## src/source/elevator_cfg.svh

```systemverilog
/*
 * Build-time sizes of the elevator floor request logic.
 * Included by the package and by any module that sizes loops or checks on them.
 */

`ifndef ELEVATOR_CFG_SVH
`define ELEVATOR_CFG_SVH

////////////////////
// Building size

// Floors served by the car, floor 0 is the lowest
`define FLOOR_COUNT 11

// Bits needed to hold a floor index
`define FLOOR_WIDTH 4

`endif

```

## src/source/elevator_pkg.sv

```systemverilog
/*
 * Shared types of the elevator floor request logic.
 * Modules name these types in their ports with elevator_pkg:: and import
 * the package in their bodies.
 */

`include "elevator_cfg.svh"

package elevator_pkg;

    // Floor index, 0 is the lowest floor
    typedef logic [`FLOOR_WIDTH-1:0] floor_t;

    // One bit per floor, bit 0 is the lowest floor
    typedef logic [`FLOOR_COUNT-1:0] floor_mask_t;

    ////////////////////
    // Car travel direction

    typedef enum logic {
        DIR_DOWN = 1'b0,
        DIR_UP   = 1'b1
    } direction_e;

    ////////////////////
    // Status reported by the car

    typedef struct packed {
        floor_t     current_floor;
        logic       moving;
        direction_e direction;
        logic       power_on;
        logic       emergency;
    } car_status_t;

    // Lamp pair of one floor
    typedef struct packed {
        logic hall_call;
        logic cab_request;
    } floor_request_t;

    // Door buttons as passed on to the door drive
    typedef struct packed {
        logic open_allowed;
        logic close_allowed;
    } door_command_t;

endpackage

```

## src/source/car_service_gate.sv

```systemverilog
/*
 * Decodes the car status into per-floor latch and clear enables, and gates
 * the door buttons. Purely combinational, one instance at the top level.
 */

module car_service_gate (
    input  elevator_pkg::car_status_t   car_status,
    input  logic                        door_open_button,
    input  logic                        door_close_button,
    output elevator_pkg::floor_mask_t   accept_mask,
    output elevator_pkg::floor_mask_t   clear_mask,
    output elevator_pkg::door_command_t door_command
);
    import elevator_pkg::*;

    floor_mask_t floor_onehot;
    logic        accepting;
    logic        stopped_powered;

    ////////////////////
    // Car condition

    // New requests only while powered and not in emergency
    assign accepting = car_status.power_on && !car_status.emergency;

    // Car standing at a floor with power, doors may work and lamps clear
    assign stopped_powered = car_status.power_on && !car_status.moving;

    // Bit of the floor the car is at
    assign floor_onehot = floor_mask_t'(1) << car_status.current_floor;

    ////////////////////
    // Floor enables

    // A press at the current floor is not taken
    assign accept_mask = accepting ? ~floor_onehot : '0;

    assign clear_mask = stopped_powered ? floor_onehot : '0;

    ////////////////////
    // Door buttons

    assign door_command.open_allowed  = stopped_powered && door_open_button;
    assign door_command.close_allowed = stopped_powered && door_close_button;

    // A floor being cleared must never latch a fresh press in the same cycle
    always_comb begin
        assert #0 ((accept_mask & clear_mask) == '0)
            else $error("accept and clear enables overlap on floor %0d",
                        car_status.current_floor);
    end

endmodule

```

## src/source/floor_request_cell.sv

```systemverilog
/*
 * Hall call and cab request lamps of one floor.
 * The top level builds one cell per floor in a generate loop.
 */

module floor_request_cell (
    input  logic                         clock,
    input  logic                         reset_n,
    input  logic                         hall_button,
    input  logic                         cab_button,
    input  logic                         accept,
    input  logic                         clear,
    output elevator_pkg::floor_request_t request
);
    import elevator_pkg::*;

    floor_request_t next_request;

    ////////////////////
    // Lamp update

    always_comb begin
        next_request = request;
        if (clear) begin
            // Car serves this floor, both lamps go out
            next_request = '0;
        end else if (accept) begin
            if (hall_button) begin
                next_request.hall_call = 1'b1;
            end
            if (cab_button) begin
                next_request.cab_request = 1'b1;
            end
        end
    end

    always_ff @(posedge clock or negedge reset_n) begin
        if (!reset_n) begin
            request <= '0;
        end else begin
            request <= next_request;
        end
    end

    // After a clear edge the floor must show dark lamps
    assert property (@(posedge clock) disable iff (!reset_n)
        clear |=> (!request.hall_call && !request.cab_request))
        else $error("lamp lit right after floor clear");

endmodule

```

## src/source/target_floor_selector.sv

```systemverilog
/*
 * Picks the next target floor from the pending lamps and registers it.
 * Requests in the present travel direction win, the nearest floor first.
 * Drives travel direction and the activate command from the held target.
 */

`include "elevator_cfg.svh"

module target_floor_selector (
    input  logic                      clock,
    input  logic                      reset_n,
    input  elevator_pkg::floor_mask_t pending_mask,
    input  elevator_pkg::car_status_t car_status,
    output elevator_pkg::floor_t      target_floor,
    output elevator_pkg::direction_e  travel_direction,
    output logic                      activate_elevator
);
    import elevator_pkg::*;

    floor_t above_floor;
    floor_t below_floor;
    floor_t next_target;
    logic   above_found;
    logic   below_found;
    logic   next_valid;
    logic   target_valid;
    logic   reload;

    ////////////////////
    // Nearest pending floors

    // Walk downwards so the lowest floor above the car is kept last
    always_comb begin
        above_floor = '0;
        above_found = 1'b0;
        for (int i = `FLOOR_COUNT - 1; i >= 0; i--) begin
            if (pending_mask[i] && (floor_t'(i) > car_status.current_floor)) begin
                above_floor = floor_t'(i);
                above_found = 1'b1;
            end
        end
    end

    // Walk upwards so the highest floor below the car is kept last
    always_comb begin
        below_floor = '0;
        below_found = 1'b0;
        for (int i = 0; i < `FLOOR_COUNT; i++) begin
            if (pending_mask[i] && (floor_t'(i) < car_status.current_floor)) begin
                below_floor = floor_t'(i);
                below_found = 1'b1;
            end
        end
    end

    ////////////////////
    // Direction priority

    always_comb begin
        next_valid = above_found || below_found;
        if (car_status.direction == DIR_UP) begin
            next_target = above_found ? above_floor : below_floor;
        end else begin
            next_target = below_found ? below_floor : above_floor;
        end
    end

    // New target only once the car rests with nothing left to reach
    assign reload = !car_status.moving &&
                    (!target_valid || (target_floor == car_status.current_floor));

    always_ff @(posedge clock or negedge reset_n) begin
        if (!reset_n) begin
            target_floor <= '0;
            target_valid <= 1'b0;
        end else if (reload) begin
            target_valid <= next_valid;
            if (next_valid) begin
                target_floor <= next_target;
            end
        end
    end

    ////////////////////
    // Car command

    assign activate_elevator = target_valid &&
                               car_status.power_on &&
                               !car_status.emergency &&
                               !car_status.moving &&
                               (target_floor != car_status.current_floor);

    // Up unless a valid target lies below, so an idle car reports up
    assign travel_direction = (target_valid && (target_floor < car_status.current_floor)) ?
                              DIR_DOWN : DIR_UP;

    assert property (@(posedge clock) disable iff (!reset_n)
        activate_elevator |-> (target_floor != car_status.current_floor))
        else $error("car activated toward the floor it stands at");

    assert property (@(posedge clock) disable iff (!reset_n)
        target_floor < `FLOOR_COUNT)
        else $error("target floor %0d out of range", target_floor);

endmodule

```

## src/source/elevator_floor_logic.sv

```systemverilog
/*
 * Floor request logic of the elevator controller.
 * The status gate enables the per-floor lamp cells, and the selector turns
 * the lit lamps into a target floor and a move command for the car.
 */

`include "elevator_cfg.svh"

module elevator_floor_logic (
    input  logic                        clock,
    input  logic                        reset_n,
    input  elevator_pkg::floor_mask_t   floor_call_buttons,
    input  elevator_pkg::floor_mask_t   panel_buttons,
    input  logic                        door_open_button,
    input  logic                        door_close_button,
    input  elevator_pkg::car_status_t   car_status,
    output elevator_pkg::floor_mask_t   call_button_lights,
    output elevator_pkg::floor_mask_t   panel_button_lights,
    output elevator_pkg::floor_t        target_floor,
    output elevator_pkg::direction_e    travel_direction,
    output logic                        activate_elevator,
    output elevator_pkg::door_command_t door_command
);
    import elevator_pkg::*;

    floor_mask_t    accept_mask;
    floor_mask_t    clear_mask;
    floor_mask_t    pending_mask;
    floor_request_t cell_request [`FLOOR_COUNT];

    ////////////////////
    // Status gate

    car_service_gate u_gate (
        .car_status        (car_status),
        .door_open_button  (door_open_button),
        .door_close_button (door_close_button),
        .accept_mask       (accept_mask),
        .clear_mask        (clear_mask),
        .door_command      (door_command)
    );

    ////////////////////
    // Floor lamps

    for (genvar f = 0; f < `FLOOR_COUNT; f++) begin : g_floor
        floor_request_cell u_cell (
            .clock       (clock),
            .reset_n     (reset_n),
            .hall_button (floor_call_buttons[f]),
            .cab_button  (panel_buttons[f]),
            .accept      (accept_mask[f]),
            .clear       (clear_mask[f]),
            .request     (cell_request[f])
        );

        assign call_button_lights[f]  = cell_request[f].hall_call;
        assign panel_button_lights[f] = cell_request[f].cab_request;
    end

    // Either lamp of a floor makes it a candidate
    assign pending_mask = call_button_lights | panel_button_lights;

    ////////////////////
    // Target selection

    target_floor_selector u_selector (
        .clock             (clock),
        .reset_n           (reset_n),
        .pending_mask      (pending_mask),
        .car_status        (car_status),
        .target_floor      (target_floor),
        .travel_direction  (travel_direction),
        .activate_elevator (activate_elevator)
    );

endmodule

```

## config.mk

```make
export PLATFORM = sky130hd
export DESIGN_NAME = elevator_floor_logic
export DESIGN_NICKNAME = d
export VERILOG_FILES = /design/src/source/elevator_pkg.sv /design/src/source/car_service_gate.sv /design/src/source/floor_request_cell.sv /design/src/source/target_floor_selector.sv /design/src/source/elevator_floor_logic.sv
export VERILOG_INCLUDE_DIRS = /design/src /design/src/source
export SDC_FILE = /design/constraint.sdc
export NUM_CORES = 1
export LEC_CHECK = 0
export BUFFER_PORTS_ARGS = -buffer_cell sky130_fd_sc_hd__buf_2
export CAP_MARGIN = 20
export CORE_MARGIN = 4
export CORE_UTILIZATION = 55
export CTS_BUF_LIST = sky130_fd_sc_hd__clkbuf_16
export DETAILED_ROUTE_END_ITERATION = 8
export GPL_TIMING_DRIVEN = 0
export PLACE_DENSITY_LB_ADDON = 0.05
export SKIP_CTS_REPAIR_TIMING = 1
export SLEW_MARGIN = 20
export SYNTH_ARGS = -nofsm -noshare
export SYNTH_HDL_FRONTEND = slang
export SYNTH_SLANG_ARGS = --single-unit
```

## constraint.sdc

```tcl
create_clock -name clock -period 5.5 [get_ports clock]
set_input_delay 0.275 -clock clock [delete_from_list [all_inputs] [get_ports clock]]
set_output_delay 0.275 -clock clock [all_outputs]
set_load 0.02 [all_outputs]
```

==> impl_results.html <==
<table>
<tr><th>Metric</th><th>Value</th></tr>
<tr><th colspan="2">Route</th></tr>
<tr><td>DR vias/cell</td><td>~6.2</td></tr>
<tr><td>Initial DRC Count</td><td>around 230</td></tr>
<tr><td>Number of iterations in the first detailed-routing pass</td><td>4</td></tr>
<tr><td>Final ANT Viol Nets</td><td>0</td></tr>
<tr><td>Routed length on met2</td><td>between 2000 and 3000 µm</td></tr>
<tr><td>Number of remaining DRC errors</td><td>0</td></tr>
<tr><td>Wire length on met3</td><td>502 µm</td></tr>
<tr><td>Final WL</td><td>5909 µm</td></tr>
<tr><td>Average wire length per cell after detail routing</td><td>around 17 µm</td></tr>
<tr><td>WL met1</td><td>2517 µm</td></tr>
<tr><td>Highest routing layer actually used</td><td>met4</td></tr>
<tr><td>Detailed-route via count</td><td>2,187</td></tr>
<tr><th colspan="2">Min path</th></tr>
<tr><td>Min-Delay Path Class</td><td>input pin to asynchronous set/reset pin</td></tr>
<tr><th colspan="2">Clock tree</th></tr>
<tr><td>Worst-case clock buffer depth</td><td>2</td></tr>
<tr><td>Clock insertion delay at the later pin of the skew report</td><td>around 260 ps</td></tr>
<tr><td>Number of clock sinks seen by CTS</td><td>27</td></tr>
<tr><td>TritonCTS clock tree</td><td>yes</td></tr>
<tr><td>CTS Buf Count</td><td>3</td></tr>
<tr><td>Clock root buffer</td><td>clkbuf_16</td></tr>
<tr><td>Clock transition time at the flip-flop clock pins of the worst setup and hold paths</td><td>70 ps</td></tr>
<tr><td># H-tree levels</td><td>1</td></tr>
<tr><th colspan="2">Timing</th></tr>
<tr><td>Setup repair after global routing missed its margin</td><td>false</td></tr>
<tr><td>Final total negative setup slack</td><td>0 ps</td></tr>
<tr><td>Final count of pins violating max slew</td><td>0</td></tr>
<tr><td>Maximum clock frequency</td><td>0.4490 GHz</td></tr>
<tr><td>Period utilisation layout</td><td>40.49%</td></tr>
<tr><td>Time the final worst path needs with I/O delays and setup</td><td>approximately 2200 ps</td></tr>
<tr><td>Max-slew headroom at the worst pin</td><td>59.18%</td></tr>
<tr><td>Count of endpoints failing hold in the final timing report</td><td>0</td></tr>
<tr><td>Tightest Pin Transition</td><td>between 600 and 700 ps</td></tr>
<tr><td>Final Skew</td><td>approximately 1.9 ps</td></tr>
<tr><td>Setup violation total in the final timing report</td><td>0</td></tr>
<tr><th colspan="2">Power and ir drop</th></tr>
<tr><td>Static leakage</td><td>about 1.0 nW</td></tr>
<tr><td>Tot Pwr</td><td>slightly above 700 µW</td></tr>
<tr><td>VDD IR-drop max</td><td>around 150 µV</td></tr>
<tr><td>Pwr dens</td><td>285.4 nW/µm²</td></tr>
<tr><th colspan="2">Floorplanning</th></tr>
<tr><td>DIE HEIGHT</td><td>69.18 µm</td></tr>
<tr><td>Die Area</td><td>4785 µm²</td></tr>
<tr><td>Die Wd</td><td>69.18 µm</td></tr>
<tr><td>Placeable core region</td><td>3468 µm²</td></tr>
<tr><td>Standard-cell row count</td><td>21</td></tr>
<tr><td>Starting Density</td><td>59.34%</td></tr>
<tr><td>IO Pins</td><td>between 60 and 70</td></tr>
<tr><th colspan="2">Final layout</th></tr>
<tr><td>Share of cells above drive strength 1</td><td>about a third</td></tr>
<tr><td>Most common cell after layout, fill and taps aside</td><td>buf_2</td></tr>
<tr><td>P&amp;R area growth vs syn</td><td>21.95%</td></tr>
<tr><td>Final design area excluding fillers</td><td>2510 µm²</td></tr>
<tr><td>Diodes inserted</td><td>0</td></tr>
<tr><td>Number of nets in the layout</td><td>346</td></tr>
<tr><td>Most frequent cells in the layout</td><td>65 x buf_2, 58 x nor2_1, 31 x a21oi_1, 27 x dfrtp_1, 14 x nor3_1</td></tr>
<tr><th colspan="2">Synthesis</th></tr>
<tr><td>Synth Register Bits</td><td>27</td></tr>
<tr><td>Number of synthesized flops with an enable pin</td><td>0</td></tr>
<tr><td>Cell count after synthesis</td><td>240</td></tr>
<tr><td>Top-area cell type share of the netlist area</td><td>around a third</td></tr>
<tr><td>Mapped Avg Cell Area</td><td>8.576 µm²</td></tr>
<tr><td>Synth unique cells</td><td>57</td></tr>
<tr><td>Share of flip-flops with an asynchronous set or reset</td><td>100.0%</td></tr>
<tr><td>Ys Warns</td><td>0</td></tr>
<tr><td>Post-synthesis cell area</td><td>2058 µm²</td></tr>
<tr><td>Syn Nets</td><td>278</td></tr>
<tr><td>Largest cells by area after synthesis</td><td>dfrtp_1 33%, nor2_1 11%, a21oi_1 7.5%</td></tr>
<tr><td>Proportion of synthesized chip area in sequential cells</td><td>between 30% and 40%</td></tr>
<tr><td>Biggest area consumer among synthesized cells</td><td>dfrtp_1</td></tr>
<tr><td>Most common flop cell mapped by yosys</td><td>dfrtp_1</td></tr>
<tr><th colspan="2">Critical path</th></tr>
<tr><td>Required time reported for the critical path endpoint</td><td>5650 ps</td></tr>
<tr><td>Crit Path Class</td><td>register to register</td></tr>
<tr><td>CP Capture Type</td><td>register</td></tr>
<tr><td>Largest fanout of any net on the critical path</td><td>5</td></tr>
<tr><td>Worst path arrival time</td><td>2370 ps</td></tr>
<tr><td>CP Launch Type</td><td>register</td></tr>
<tr><th colspan="2">Place</th></tr>
<tr><td>Instance area at placement</td><td>2431 µm²</td></tr>
<tr><td>Detailed Place HPWL</td><td>4455 µm</td></tr>
<tr><td>Number of port buffers</td><td>63</td></tr>
<tr><td>Routability cong.</td><td>0.9681</td></tr>
<tr><th colspan="2">Global routing</th></tr>
<tr><td>Maximum number of pins on one net before global-route repair</td><td>28</td></tr>
<tr><td>Total global routing overflow</td><td>0</td></tr>
<tr><td>Global router's overall resource usage</td><td>approximately a quarter</td></tr>
<tr><td>First-pass GRT wire length</td><td>9673 µm</td></tr>
<tr><td>Initial antenna violation count</td><td>0</td></tr>
<tr><td>Via count of the first global-routing pass</td><td>between 1,500 and 2,000</td></tr>
<tr><th colspan="2">Run</th></tr>
<tr><td>Number of maximum-capacitance violations</td><td>0</td></tr>
<tr><th colspan="2">Run status</th></tr>
<tr><td>Run status</td><td>completed</td></tr>
</table>
-- cell type report --
type,count,area [µm²]
tap,46,57.56
buffer,12,103.9
inverter,8,30.03
sequential,27,675.6
clock buffer,3,75.07
timing repair buffer,63,315.3
multi-input combinational,193,1249
clock inverter,1,3.754
fill,300,958.4
-- worst paths after layout --
check	to	depth (start not counted)	slack, ps	from
max	u_selector.target_floor[0]	6	3270	g_floor[4].u_cell.request[0]
min	g_floor[8].u_cell.request[0]	1	10	reset_n
max reg2reg	u_selector.target_floor[0]	6	3270	g_floor[4].u_cell.request[0]
min reg2reg	g_floor[10].u_cell.request[0]	2	530	g_floor[10].u_cell.request[0]
max in group asynchronous	u_selector.target_floor[2]	1	5080	reset_n
min in group clock	g_floor[5].u_cell.request[1]	3	250	floor_call_buttons[5]
-- sequential cells by signal, indices dropped and copies added, names as in the netlist --
| name | flops |
|---|---|
| g_floor.u_cell.request | 22 |
| u_selector.target_floor | 4 |
| u_selector.target_valid | 1 |
-- cells by family after synthesis --
logic type      synth area share [%]
simple gates                   24.80
fa+ha+maj                      2.432
buf+inv                        6.504
compound gates                 33.44
flops                          32.83
-- power by group --
part	switching, mW	total, mW	internal (mW)
logic	0.170	0.279	0.109
registers	0.0354	0.271	0.235
clock network	0.0694	0.167	0.0975
-- per-stage QoR --
stage                     utilization [%]  instances  hold slack, ps  setup slack, ps
after floorplan                         -        240          -20.59             3485
after global placement              70.09        349           318.6             3205
after detailed placement            70.09        349           316.5             3198
after CTS                           72.37        353           37.14             3310
after global routing                72.37        353           66.28             3124
final                               72.37        353           14.81             3273
-- cell usage after synthesis, types with 3 or more instances --
cell type / n
a31oi_1: 6
buf_6: 6
dfrtp_1: 27
o21ai_0: 9
o21a_1: 3
nand2_1: 7
inv_1: 8
clkbuf_1: 3
nor2_1: 58
or3_1: 3
a21oi_1: 31
or2_2: 3
o32a_1: 5
nor3_1: 14
ha_1: 4
nand2b_1: 3
-- worst max-delay path, stage by stage (launching register included) --
cell and delay [ps]:
dfrtp_1 410, nor2_1 420, o32ai_2 210, nor4_4 460, a21oi_1 150, o32a_1 360, o41a_1 110
-- layer usage --
metal	up-vias	track usage (%)
met2	105	38.35
met4	0	9.111
met5	-	0
met1	1051	34.82
li1	1017	-
met3	14	4.058
No activity file was read; power rests on OpenSTA's default activity.
